## config.mk

```make
export PLATFORM = sky130hd
export DESIGN_NAME = synthBlock
export DESIGN_NICKNAME = d
export VERILOG_FILES = /design/src/logic/audioPkg.sv /design/src/logic/midiPkg.sv /design/src/logic/synthIfs.sv /design/src/logic/i2sTransmitter.sv /design/src/logic/midiParser.sv /design/src/logic/midiUartRx.sv /design/src/logic/sawOscillator.sv /design/src/logic/synthBlock.sv /design/src/logic/synthCsr.sv
export VERILOG_INCLUDE_DIRS = /design/src /design/src/logic
export SDC_FILE = /design/constraint.sdc
export NUM_CORES = 1
export LEC_CHECK = 0
export BUFFER_PORTS_ARGS = -buffer_cell sky130_fd_sc_hd__buf_2
export CAP_MARGIN = 20
export CORE_UTILIZATION = 48
export CTS_CLUSTER_SIZE = 24
export DETAILED_ROUTE_END_ITERATION = 7
export HOLD_SLACK_MARGIN = 0.06
export PLACE_DENSITY = 0.76
export SYNTH_ARGS = -nofsm -noshare
export SYNTH_HDL_FRONTEND = slang
export SYNTH_SLANG_ARGS = --single-unit
```

## constraint.sdc

```tcl
create_clock -name sClk -period 8.15 [get_ports sClk]
set_input_delay 1.63 -clock sClk [delete_from_list [all_inputs] [get_ports sClk]]
set_output_delay 1.63 -clock sClk [all_outputs]
set_load 0.01 [all_outputs]
```

## src/logic/synthBlock_defs.svh

```systemverilog
// Shared sizing and addresses; AUDIO_WIDTH must stay 16 and MIDI_BIT_CYCLES at least 4
`ifndef SYNTHBLOCK_DEFS_SVH
`define SYNTHBLOCK_DEFS_SVH

// MIDI serial timing
// sClk cycles per MIDI bit
`define MIDI_BIT_CYCLES 32

// Audio sample width, one sample per I2S half frame
`define AUDIO_WIDTH 16

// I2S clocks as sClk divisions, powers of two
`define I2S_MCLK_DIV 2
`define I2S_BCLK_DIV 8

// APB register map, byte addresses
`define REG_CTRL 8'h00
`define REG_NOTE 8'h04
`define REG_RXCOUNT 8'h08

`endif

```

## src/logic/audioPkg.sv

```systemverilog
// Pitch tables assume a 48 kHz sample rate (sClk 12.288 MHz, 256 cycles per sample)
package audioPkg;

	// Phase increments for notes 120..131, 32-bit phase per sample
	// Lower octaves derived by halving
	localparam logic [31:0] TOP_OCTAVE_INC [12] = '{
		32'd749115490,  // C
		32'd793660205,  // C#
		32'd840853754,  // D
		32'd890853436,  // D#
		32'd943826222,  // E
		32'd999948917,  // F
		32'd1059409159, // F#
		32'd1122404698, // G
		32'd1189146701, // G#
		32'd1259857073, // A
		32'd1334772040, // A#
		32'd1414142141  // B
	};

	// Note number to per-sample phase step
	function automatic logic [31:0] phaseIncrement(input logic [6:0] note);
		logic [3:0] octave;
		logic [3:0] semitone;
		// Octave 10 is the table octave
		octave = 4'(note / 7'd12);
		semitone = 4'(note % 7'd12);
		return TOP_OCTAVE_INC[semitone] >> (4'd10 - octave);
	endfunction

endpackage

```

## src/logic/midiPkg.sv

```systemverilog
// MIDI byte views and note message kinds; only channel voice Note On/Off are named
package midiPkg;

	// ----------------------------------------------------------
	// One received byte, seen as status or as data
	// ----------------------------------------------------------
	// Top bit set means status byte
	typedef union packed {
		struct packed {
			logic marker;
			// Upper nibble without the marker
			logic [2:0] kind;
			logic [3:0] channel;
		} status;
		struct packed {
			logic marker;
			// Key number or velocity
			logic [6:0] value;
		} data;
	} midiByteU;

	// ----------------------------------------------------------
	// Message kinds, status bits 6:4
	// ----------------------------------------------------------
	// 0x8n
	localparam logic [2:0] KIND_NOTE_OFF = 3'd0;
	// 0x9n, velocity 0 acts as Note Off
	localparam logic [2:0] KIND_NOTE_ON = 3'd1;

endpackage

```

## src/logic/synthIfs.sv

```systemverilog
// Internal buses of the synth block; single sClk domain, no handshake on either
// ----------------------------------------------------------
// Current note, driven by the parser
// ----------------------------------------------------------
interface noteIf;
	// High while a note is held
	logic gate;
	// Last Note On key and velocity
	logic [6:0] note;
	logic [6:0] velocity;
	// One cycle pulse on any change
	logic noteEvent;

	// Parser side
	modport source (output gate, note, velocity, noteEvent);
	// Oscillator side
	modport sink (input gate, note);
	// Register file side
	modport monitor (input gate, note, velocity, noteEvent);
endinterface

// ----------------------------------------------------------
// Control fields from CTRL plus receive strobe
// ----------------------------------------------------------
interface synthCtrlIf;
	logic enable;
	// MIDI channel to listen on
	logic [3:0] channel;
	// Right shift applied to the saw
	logic [2:0] attenuation;
	// Byte received, counted in RXCOUNT
	logic rxPulse;

	modport csr (output enable, channel, attenuation, input rxPulse);
	modport rx (output rxPulse);
	modport parser (input channel);
	modport osc (input enable, attenuation);
endinterface

```

## src/logic/i2sTransmitter.sv

```systemverilog
// Free running I2S master, 32 BCLK per frame, same 16-bit sample on left and right
`include "synthBlock_defs.svh"

module i2sTransmitter (
	input  logic                    sClk,
	input  logic                    arstN,
	input  logic [`AUDIO_WIDTH-1:0] sample,
	output logic                    i2sMclk,
	output logic                    i2sBclk,
	output logic                    i2sLrclk,
	output logic                    i2sSdata,
	output logic                    sampleReq
);

	localparam int MCLK_BIT = $clog2(`I2S_MCLK_DIV) - 1;
	localparam int BCLK_BIT = $clog2(`I2S_BCLK_DIV) - 1;
	// 32 BCLK periods per frame
	localparam int CNT_W = BCLK_BIT + 6;
	localparam int BIT_W = $clog2(`AUDIO_WIDTH);

	logic [CNT_W-1:0] frameCnt;
	logic [CNT_W-1:0] frameCntNext;
	// BCLK slot about to start
	logic [4:0] slotNext;
	logic [BIT_W-1:0] bitSel;
	logic bclkFall;
	logic [`AUDIO_WIDTH-1:0] holdQ;

	assign frameCntNext = frameCnt + 1'b1;
	assign slotNext = frameCntNext[CNT_W-1 -: 5];
	// MSB one slot after the LRCLK edge, LSB in the first slot of the next half
	assign bitSel = BIT_W'(slotNext - 5'd1);
	assign bclkFall = &frameCnt[BCLK_BIT:0];

	// Clocks straight off counter flops
	assign i2sMclk = frameCnt[MCLK_BIT];
	assign i2sBclk = frameCnt[BCLK_BIT];
	// Low for left
	assign i2sLrclk = frameCnt[CNT_W-1];

	// ----------------------------------------------------------
	// Serializer, data moves on BCLK falling edges
	// ----------------------------------------------------------
	always_ff @(posedge sClk or negedge arstN)
	begin
		if (!arstN)
		begin
			frameCnt <= '0;
			holdQ <= '0;
			i2sSdata <= 1'b0;
			sampleReq <= 1'b0;
		end
		else
		begin
			frameCnt <= frameCntNext;
			// Frame start drives the old LSB first, then the new sample takes over
			if (bclkFall)
			begin
				i2sSdata <= holdQ[(`AUDIO_WIDTH - 1) - bitSel];
				if (slotNext == 5'd0)
					holdQ <= sample;
			end
			// Cycle after the frame start, also once right after reset
			sampleReq <= (frameCnt == '0);
		end
	end

	// Word select only moves with BCLK falling
	assert property (@(posedge sClk) disable iff (!arstN) $changed(i2sLrclk) |-> $fell(i2sBclk));

endmodule

```

## src/logic/midiParser.sv

```systemverilog
// Note On/Off on one channel only; any other status, real-time included, drops running status
module midiParser (
	input  logic       sClk,
	input  logic       arstN,
	input  logic [7:0] midiData,
	input  logic       midiValid,
	synthCtrlIf.parser ctrl,
	noteIf.source      note
);

	midiPkg::midiByteU rxByte;
	// Running status held, note kind on our channel
	logic runValid;
	logic [2:0] runKind;
	// First data byte seen
	logic haveKey;
	logic [6:0] keyQ;
	logic msgDone;
	logic nextGate;
	logic [6:0] nextNote;
	logic [6:0] nextVelocity;

	assign rxByte = midiPkg::midiByteU'(midiData);
	// Second data byte of a tracked message
	assign msgDone = midiValid && !rxByte.data.marker && runValid && haveKey;

	// ----------------------------------------------------------
	// Note state update
	// ----------------------------------------------------------
	always_comb
	begin
		nextGate = note.gate;
		nextNote = note.note;
		nextVelocity = note.velocity;
		if (msgDone)
		begin
			if (runKind == midiPkg::KIND_NOTE_ON && rxByte.data.value != 7'd0)
			begin
				nextGate = 1'b1;
				nextNote = keyQ;
				nextVelocity = rxByte.data.value;
			end
			// Off releases only the sounding key
			else if (keyQ == note.note)
				nextGate = 1'b0;
		end
	end

	always_ff @(posedge sClk or negedge arstN)
	begin
		if (!arstN)
		begin
			runValid <= 1'b0;
			runKind <= midiPkg::KIND_NOTE_OFF;
			haveKey <= 1'b0;
			note.gate <= 1'b0;
			note.note <= '0;
			note.velocity <= '0;
			note.noteEvent <= 1'b0;
		end
		else
		begin
			note.noteEvent <= msgDone &&
				({nextGate, nextNote, nextVelocity} != {note.gate, note.note, note.velocity});
			note.gate <= nextGate;
			note.note <= nextNote;
			note.velocity <= nextVelocity;
			if (midiValid)
			begin
				if (rxByte.status.marker)
				begin
					runValid <= (rxByte.status.kind == midiPkg::KIND_NOTE_OFF ||
						rxByte.status.kind == midiPkg::KIND_NOTE_ON) &&
						(rxByte.status.channel == ctrl.channel);
					runKind <= rxByte.status.kind;
					haveKey <= 1'b0;
				end
				// Data pairs alternate key, velocity
				else if (runValid)
					haveKey <= !haveKey;
			end
		end
	end

	// Key byte
	always_ff @(posedge sClk)
	begin
		if (midiValid && !rxByte.data.marker && runValid && !haveKey)
			keyQ <= rxByte.data.value;
	end

	// Event only right after a received byte
	assert property (@(posedge sClk) disable iff (!arstN) note.noteEvent |-> $past(midiValid));

endmodule

```

## src/logic/midiUartRx.sv

```systemverilog
// 8N1 receiver, no break or overrun detection; bytes with a low stop bit are dropped
`include "synthBlock_defs.svh"

module midiUartRx (
	input  logic       sClk,
	input  logic       arstN,
	input  logic       midiIn,
	output logic [7:0] midiData,
	output logic       midiValid,
	synthCtrlIf.rx     ctrl
);

	localparam int BIT_CYCLES = `MIDI_BIT_CYCLES;
	localparam int TIMER_W = $clog2(BIT_CYCLES);

	logic [1:0] syncQ;
	logic rxBit;
	logic busy;
	logic [TIMER_W-1:0] bitTimer;
	// 0 start, 1..8 data, 9 stop
	logic [3:0] bitIndex;
	logic [7:0] shiftQ;
	logic sampleNow;

	assign rxBit = syncQ[1];
	assign sampleNow = busy && (bitTimer == '0);
	// Counted by the register file
	assign ctrl.rxPulse = midiValid;

	// Two flop synchronizer, line idles high
	always_ff @(posedge sClk or negedge arstN)
	begin
		if (!arstN)
			syncQ <= 2'b11;
		else
			syncQ <= {syncQ[0], midiIn};
	end

	// ----------------------------------------------------------
	// Bit timing
	// ----------------------------------------------------------
	always_ff @(posedge sClk or negedge arstN)
	begin
		if (!arstN)
		begin
			busy <= 1'b0;
			bitTimer <= '0;
			bitIndex <= '0;
			midiValid <= 1'b0;
		end
		else
		begin
			midiValid <= 1'b0;
			if (!busy)
			begin
				// Start edge; two cycles already lost in the synchronizer
				if (!rxBit)
				begin
					busy <= 1'b1;
					bitTimer <= TIMER_W'(BIT_CYCLES / 2 - 2);
					bitIndex <= '0;
				end
			end
			else if (!sampleNow)
				bitTimer <= bitTimer - 1'b1;
			else
			begin
				bitTimer <= TIMER_W'(BIT_CYCLES - 1);
				bitIndex <= bitIndex + 1'b1;
				// Start bit gone high at mid-bit, treat as glitch
				if (bitIndex == 4'd0 && rxBit)
					busy <= 1'b0;
				else if (bitIndex == 4'd9)
				begin
					busy <= 1'b0;
					// Framing error gives no strobe
					midiValid <= rxBit;
				end
			end
		end
	end

	// Data bits, LSB first
	always_ff @(posedge sClk)
	begin
		if (sampleNow && bitIndex >= 4'd1 && bitIndex <= 4'd8)
			shiftQ <= {rxBit, shiftQ[7:1]};
		if (sampleNow && bitIndex == 4'd9 && rxBit)
			midiData <= shiftQ;
	end

	// Strobe never stretched
	assert property (@(posedge sClk) disable iff (!arstN) midiValid |=> !midiValid);

endmodule

```

## src/logic/sawOscillator.sv

```systemverilog
// Rising saw, one step per sampleReq; phase restarts from 0 whenever sound is off
`include "synthBlock_defs.svh"

module sawOscillator (
	input  logic                    sClk,
	input  logic                    arstN,
	input  logic                    sampleReq,
	noteIf.sink                     note,
	synthCtrlIf.osc                 ctrl,
	output logic [`AUDIO_WIDTH-1:0] sample
);

	logic [31:0] phase;
	logic [31:0] phaseNext;
	// Two's complement view of the phase top
	logic signed [`AUDIO_WIDTH-1:0] phaseTop;
	logic sounding;

	assign sounding = ctrl.enable && note.gate;
	assign phaseNext = phase + audioPkg::phaseIncrement(note.note);
	assign phaseTop = phaseNext[31 -: `AUDIO_WIDTH];

	// ----------------------------------------------------------
	// Phase accumulator and output register
	// ----------------------------------------------------------
	always_ff @(posedge sClk or negedge arstN)
	begin
		if (!arstN)
		begin
			phase <= '0;
			sample <= '0;
		end
		else if (sampleReq)
		begin
			if (sounding)
			begin
				phase <= phaseNext;
				// Sign kept through the shift
				sample <= phaseTop >>> ctrl.attenuation;
			end
			else
			begin
				// Silence, next note starts at phase 0
				phase <= '0;
				sample <= '0;
			end
		end
	end

endmodule

```

## src/logic/synthBlock.sv

```systemverilog
// Single clock domain, I2S clocks divided from sClk; midiData and midiValid exported for debug
`include "synthBlock_defs.svh"

module synthBlock (
	input  logic        sClk,
	input  logic        arstN,
	// APB slave
	input  logic [7:0]  paddr,
	input  logic        psel,
	input  logic        penable,
	input  logic        pwrite,
	input  logic [31:0] pwdata,
	output logic [31:0] prdata,
	output logic        pready,
	output logic        pslverr,
	// MIDI serial in
	input  logic        midiIn,
	// I2S out
	output logic        i2sMclk,
	output logic        i2sBclk,
	output logic        i2sLrclk,
	output logic        i2sSdata,
	// Received byte
	output logic [7:0]  midiData,
	output logic        midiValid
);

	noteIf noteBus ();
	synthCtrlIf ctrlBus ();

	logic [`AUDIO_WIDTH-1:0] sample;
	logic sampleReq;

	// ----------------------------------------------------------
	// Register file
	// ----------------------------------------------------------
	synthCsr i_synthCsr (
		.sClk(sClk), .arstN(arstN),
		.paddr(paddr), .psel(psel), .penable(penable), .pwrite(pwrite), .pwdata(pwdata),
		.prdata(prdata), .pready(pready), .pslverr(pslverr),
		.ctrl(ctrlBus.csr), .note(noteBus.monitor)
	);

	// ----------------------------------------------------------
	// MIDI receive and note parsing
	// ----------------------------------------------------------
	midiUartRx i_midiUartRx (
		.sClk(sClk), .arstN(arstN), .midiIn(midiIn),
		.midiData(midiData), .midiValid(midiValid), .ctrl(ctrlBus.rx)
	);

	midiParser i_midiParser (
		.sClk(sClk), .arstN(arstN), .midiData(midiData), .midiValid(midiValid),
		.ctrl(ctrlBus.parser), .note(noteBus.source)
	);

	// ----------------------------------------------------------
	// Sound generation and I2S output
	// ----------------------------------------------------------
	// Paced by the transmitter's per-frame request
	sawOscillator i_sawOscillator (
		.sClk(sClk), .arstN(arstN), .sampleReq(sampleReq),
		.note(noteBus.sink), .ctrl(ctrlBus.osc), .sample(sample)
	);

	i2sTransmitter i_i2sTransmitter (
		.sClk(sClk), .arstN(arstN), .sample(sample),
		.i2sMclk(i2sMclk), .i2sBclk(i2sBclk), .i2sLrclk(i2sLrclk), .i2sSdata(i2sSdata),
		.sampleReq(sampleReq)
	);

endmodule

```

## src/logic/synthCsr.sv

```systemverilog
// APB slave with zero wait states; only CTRL is writable, other writes and holes error
`include "synthBlock_defs.svh"

module synthCsr (
	input  logic        sClk,
	input  logic        arstN,
	input  logic [7:0]  paddr,
	input  logic        psel,
	input  logic        penable,
	input  logic        pwrite,
	input  logic [31:0] pwdata,
	output logic [31:0] prdata,
	output logic        pready,
	output logic        pslverr,
	synthCtrlIf.csr     ctrl,
	noteIf.monitor      note
);

	logic access;
	logic mapped;
	logic ctrlWrite;
	// Received byte count that wraps
	logic [15:0] rxCount;

	// Access phase of a transfer
	assign access = psel && penable;
	assign mapped = paddr inside {`REG_CTRL, `REG_NOTE, `REG_RXCOUNT};
	assign ctrlWrite = access && pwrite && (paddr == `REG_CTRL);
	assign pready = 1'b1;
	// Hole, or write to NOTE / RXCOUNT
	assign pslverr = access && (!mapped || (pwrite && paddr != `REG_CTRL));

	// ----------------------------------------------------------
	// CTRL and byte counter
	// ----------------------------------------------------------
	always_ff @(posedge sClk or negedge arstN)
	begin
		if (!arstN)
		begin
			ctrl.enable <= 1'b0;
			ctrl.channel <= '0;
			ctrl.attenuation <= '0;
			rxCount <= '0;
		end
		else
		begin
			if (ctrlWrite)
			begin
				ctrl.enable <= pwdata[0];
				ctrl.channel <= pwdata[7:4];
				ctrl.attenuation <= pwdata[10:8];
			end
			if (ctrl.rxPulse)
				rxCount <= rxCount + 1'b1;
		end
	end

	// Read mux with NOTE straight from the note bus
	always_comb
	begin
		case (paddr)
			`REG_CTRL:
				prdata = {21'd0, ctrl.attenuation, ctrl.channel, 3'd0, ctrl.enable};
			`REG_NOTE:
				prdata = {15'd0, note.gate, 1'b0, note.note, 1'b0, note.velocity};
			`REG_RXCOUNT:
				prdata = {16'd0, rxCount};
			default:
				prdata = '0;
		endcase
	end

	// APB ordering from the master
	assert property (@(posedge sClk) disable iff (!arstN) penable |-> psel);

endmodule

```

==> results.py <==
metrics = {
    "status": {
        "outcome": "finished, final reports clean",
    },
    "timing": {
        "fin_tns_setup_ns": 0,
        "slew_viol_final": 0,
        "period_share_pct": 87.3,
        "clock-skew-final_ns": 0.0120,
        "final_critical_path_time_including_i_o_delays_and_setup_ns": 7.11,
        "max_freq_mhz": 141,
        "final-hold-violation-count": 0,
        "setup_viol_count_final": 0,
        "rsz0062_at_grt": "false",
        "worst_slew_margin_rel_pct": 36.7,
        "worst_pin_slew_ns": 0.948,
        "whs_ns": 0.368,
    },
    "global_routing": {
        "global_route.usage.met3_pct": 4.21,
        "grt_pass1_wl_mm": 46.6,
        "grt_pass1_vias": 9067,
        "grt_busiest_layer": "met2",
        "grt_overflow_total": 0,
        "gr-usage-all-layers_pct": 24.2,
        "grt_util_met1_pct": 33.7,
        "gr-usage-met2_pct": 38.0,
        "initial_antenna_violation_count": 0,
        "grt_max_degree": 77,
    },
    "clock_network": {
        "holdBufCountCts": 0,
        "clock_insertion_delay_worst_skew_ns": 0.44,
        "cts_max_path_buffers": 2,
        "cts-buffers-inserted": 17,
        "cts.root.buffer_cell": "sky130_fd_sc_hd__clkbuf_16",
        "cts_tree": "built",
        "cts_sinks": 153,
        "cts.htree.levels": 4,
        "post_cts.repair.setup_buffers": 0,
        "clk_pin_slew_worst_paths_ns": 0.07,
        "postCtsResizedCells": 0,
    },
    "logic_synthesis": {
        "synth_enable_flop_cells": 23,
        "synthCells": 1218,
        "synthFlopType": "sky130_fd_sc_hd__dfrtp_1",
        "asyncSetResetFlopFracSynth_pct": 85.0,
        "post-synth-top-area-fraction_pct": 28.3,
        "synth_seq_cells": 153,
        "yosysWarningCount": 0,
        "ranking_of_synthesized_cells_by_area": "sky130_fd_sc_hd__dfrtp_1, sky130_fd_sc_hd__edfxtp_1, sky130_fd_sc_hd__ha_1",
        "yosysUniqueCellTypes": 90,
        "synth_most_common_cell": "sky130_fd_sc_hd__dfrtp_1",
        "yosys.area.top_type": "sky130_fd_sc_hd__dfrtp_1",
        "synth_common_cells": "sky130_fd_sc_hd__dfrtp_1, sky130_fd_sc_hd__nor2_1, sky130_fd_sc_hd__nand2_1",
        "syn_area_um2": 11300,
        "post_synth.cell_area_avg_um2": 9.29,
        "yosysSeqAreaShare_pct": 34.9,
    },
    "critical_path": {
        "crit_arrival_ns": 7.41,
        "worstPathMaxFanout": 25,
        "worst_setup_path_start_kind": "register",
        "reg2reg_slack_ns": 1.04,
        "rr_startpoint": "i_midiParser.note.note[5]",
        "timing_worst_setup_path_type": "reg -> reg",
        "worstRegToRegCells": 17,
        "worst_r2r_dst": "i_sawOscillator.sample[8]",
        "cp-end-kind": "register",
        "worst-endpoint-required_ns": 8.45,
    },
    "floorplan": {
        "io-pin-count": 93,
        "initial_utilization_pct": 49.5,
        "dieWidth_um": 156,
        "fp.coreArea_um2": 22800,
        "placementRows": 55,
        "floorplan_die_area_um2": 24200,
        "floorplan.die.height_um": 156,
    },
    "power_and_ir_drop": {
        "p_int_mw": 1.30,
        "power.static_leakage_nw": 5.42,
        "power.share.combinational_pct": 6.5,
        "peakVddDrop_mv": 0.118,
        "clock_power_share_pct": 46.0,
        "cellPowerDensity_nw_per_um2": 145,
        "net-switching-power_uw": 487,
        "pwr-share-seq_pct": 47.5,
        "power_switching_share_pct": 27.3,
    },
    "placed_design": {
        "port_buffers": 52,
        "dp_hpwl_mm": 20.2,
        "gp_routability_congestion": 0.963,
    },
    "route": {
        "initialDrtViolationCount": 856,
        "route.detailed.drc": 0,
        "via_per_inst": 6.25,
        "postRouteWirelength_mm": 28.7,
        "detail_route.first_pass.iterations": 5,
        "route.vias.total": 9704,
        "final_antenna_net_count": 0,
        "drt-wirelength-per-cell_um": 18.5,
    },
    "final_layout": {
        "layout.core_utilization_pct": 53.9,
        "diodes": 0,
        "fillCellCount": 2019,
        "layout.nets": 1328,
        "area.growth.synth_to_final_pct": 8.89,
        "fraction_of_final_layout_cells_sized_beyond_drive_strength_1_pct": 15.4,
    },
    "job": {
        "number_of_maximum_capacitance_violations": 0,
    },
    "min_path": {
        "hold_path.class": "reg -> reg",
        "whs_endpoint": "i_midiUartRx.syncQ[1]",
        "hold_start": "i_midiUartRx.syncQ[0]",
        "timing.hold.worst_path_depth": 0,
    },
}
==> metrics by stage <==
| step | setup WS (ns) | cells | cell area (um^2) | total power, mW |
|---|---|---|---|---|
| 3_5_place_dp | 1.25 | 1519 | 11700 | 0.978 |
| 5_1_grt | 0.682 | 1552 | 12300 | 1.84 |
| 4_1_cts | 1.20 | 1551 | 12300 | 1.79 |
| 3_3_place_gp | 1.34 | 1518 | 11700 | 0.969 |
| 6_report | 1.04 | 1552 | 12300 | 1.78 |
| 2_1_floorplan | 1.98 | 1232 | 11400 | 0.939 |
==> state kept, by name, summed over array words and instances (netlist names), 2 cells and up <==
register	count
i_i2sTransmitter.frameCnt	8
i_i2sTransmitter.holdQ	16
i_midiParser.keyQ	7
i_midiParser.note.note	7
i_midiParser.note.velocity	7
i_midiParser.runKind	3
i_midiUartRx.bitIndex	4
i_midiUartRx.bitTimer	5
i_midiUartRx.midiData	8
i_midiUartRx.shiftQ	8
i_midiUartRx.syncQ	2
i_sawOscillator.phase	32
i_sawOscillator.sample	15
i_synthCsr.ctrl.attenuation	3
i_synthCsr.ctrl.channel	4
i_synthCsr.rxCount	16
==> worst max-delay path, stage by stage, from the launching register on <==
cell and delay (ns):
sky130_fd_sc_hd__dfrtp_1 0.84, sky130_fd_sc_hd__or3b_2 0.49, sky130_fd_sc_hd__a21boi_0 0.34, sky130_fd_sc_hd__or3_1 0.79, sky130_fd_sc_hd__a221oi_1 0.30, sky130_fd_sc_hd__mux2_2 0.34, sky130_fd_sc_hd__mux4_2 0.48, sky130_fd_sc_hd__mux2_2 0.30
sky130_fd_sc_hd__ha_1 0.39, sky130_fd_sc_hd__and4_1 0.33, sky130_fd_sc_hd__nand2_1 0.07, sky130_fd_sc_hd__or3_1 0.45, sky130_fd_sc_hd__a31oi_1 0.50, sky130_fd_sc_hd__a31oi_1 0.19, sky130_fd_sc_hd__nor3_1 0.51, sky130_fd_sc_hd__o22ai_1 0.13
sky130_fd_sc_hd__a221oi_1 0.36, sky130_fd_sc_hd__o221ai_1 0.16
==> power by group through the flow <==
stage                     Clock [mW]  Combinational, mW  Sequential (mW)
after global placement             0              0.112            0.857
after global routing           0.857              0.136            0.850
after detailed placement           0              0.118            0.860
after floorplan                    0             0.0929            0.846
final                          0.820              0.116            0.846
after CTS                      0.830              0.118            0.845
==> layout by cell type (no fill, tap or decap), drive strengths merged, types with 11 or more instances in the layout <==
cell type,netlist,final
nand4,14,14
o22ai,11,11
nand2,89,89
a21o,19,19
clkbuf,57,18
a221oi,11,11
mux2i,38,38
nand3,31,31
a22o,28,28
nor2,106,106
xor2,26,26
buf,36,68
ha,55,55
xnor2,43,43
mux4,11,11
and3,13,13
mux2,55,55
nor3,28,28
inv,33,43
a211oi,13,13
a21oi,82,82
edfxtp,23,23
a31oi,17,17
conb,2,16
o211ai,15,15
o221ai,18,18
o2bb2ai,12,12
dfrtp,128,128
o21ai,59,59
==> how the worst max path moves through the flow <==
stage | start | to | slack, ns | cells after the start
after CTS | i_midiParser.note.note[5] | i_sawOscillator.sample[8] | 1.20 | 18
final | i_midiParser.note.note[5] | i_sawOscillator.sample[8] | 1.04 | 17
after detailed placement | i_midiParser.note.note[5] | i_sawOscillator.sample[8] | 1.25 | 18
after global routing | i_midiParser.note.note[5] | i_sawOscillator.sample[12] | 0.68 | 19
after floorplan | i_midiParser.note.note[3] | i_sawOscillator.sample[7] | 1.98 | 25
after global placement | i_midiParser.note.note[5] | i_sawOscillator.sample[8] | 1.34 | 17
==> cell type report <==
cell class	instances	area (um^2)	area share, %
Clock buffer	18	429	3.48
Tap cell	313	392	3.18
Clock inverter	14	153	1.24
Timing Repair Buffer	68	404	3.28
Sequential cell	153	3950	32.0
Multi-Input combinational cell	951	6860	55.7
Inverter	35	131	1.07
==> kinds of logic after synthesis <==
logic type                 count (synthesis)  synth area share [%]
and+or+nand+nor                          338                  14.4
xor gates and xnor gates                  69                  5.34
adders and majority gates                 57                  6.35
other                                      2                0.0664
muxes                                    104                  11.0
DFF                                      153                  34.9
buffers and inverters                    128                  5.13
AOI/OAI and AO/OA                        367                  22.8
==> per-layer routing <==
metal  vias up  wire, um  part of all wire [%]
met3        56      1910                   6.6
met1      4707     12900                    45
li1       4553         -                     -
met2       388     13300                    46
met4         0       607                   2.1
met5         -         0                     0
Note: power is estimated with default switching activity, not from simulation.
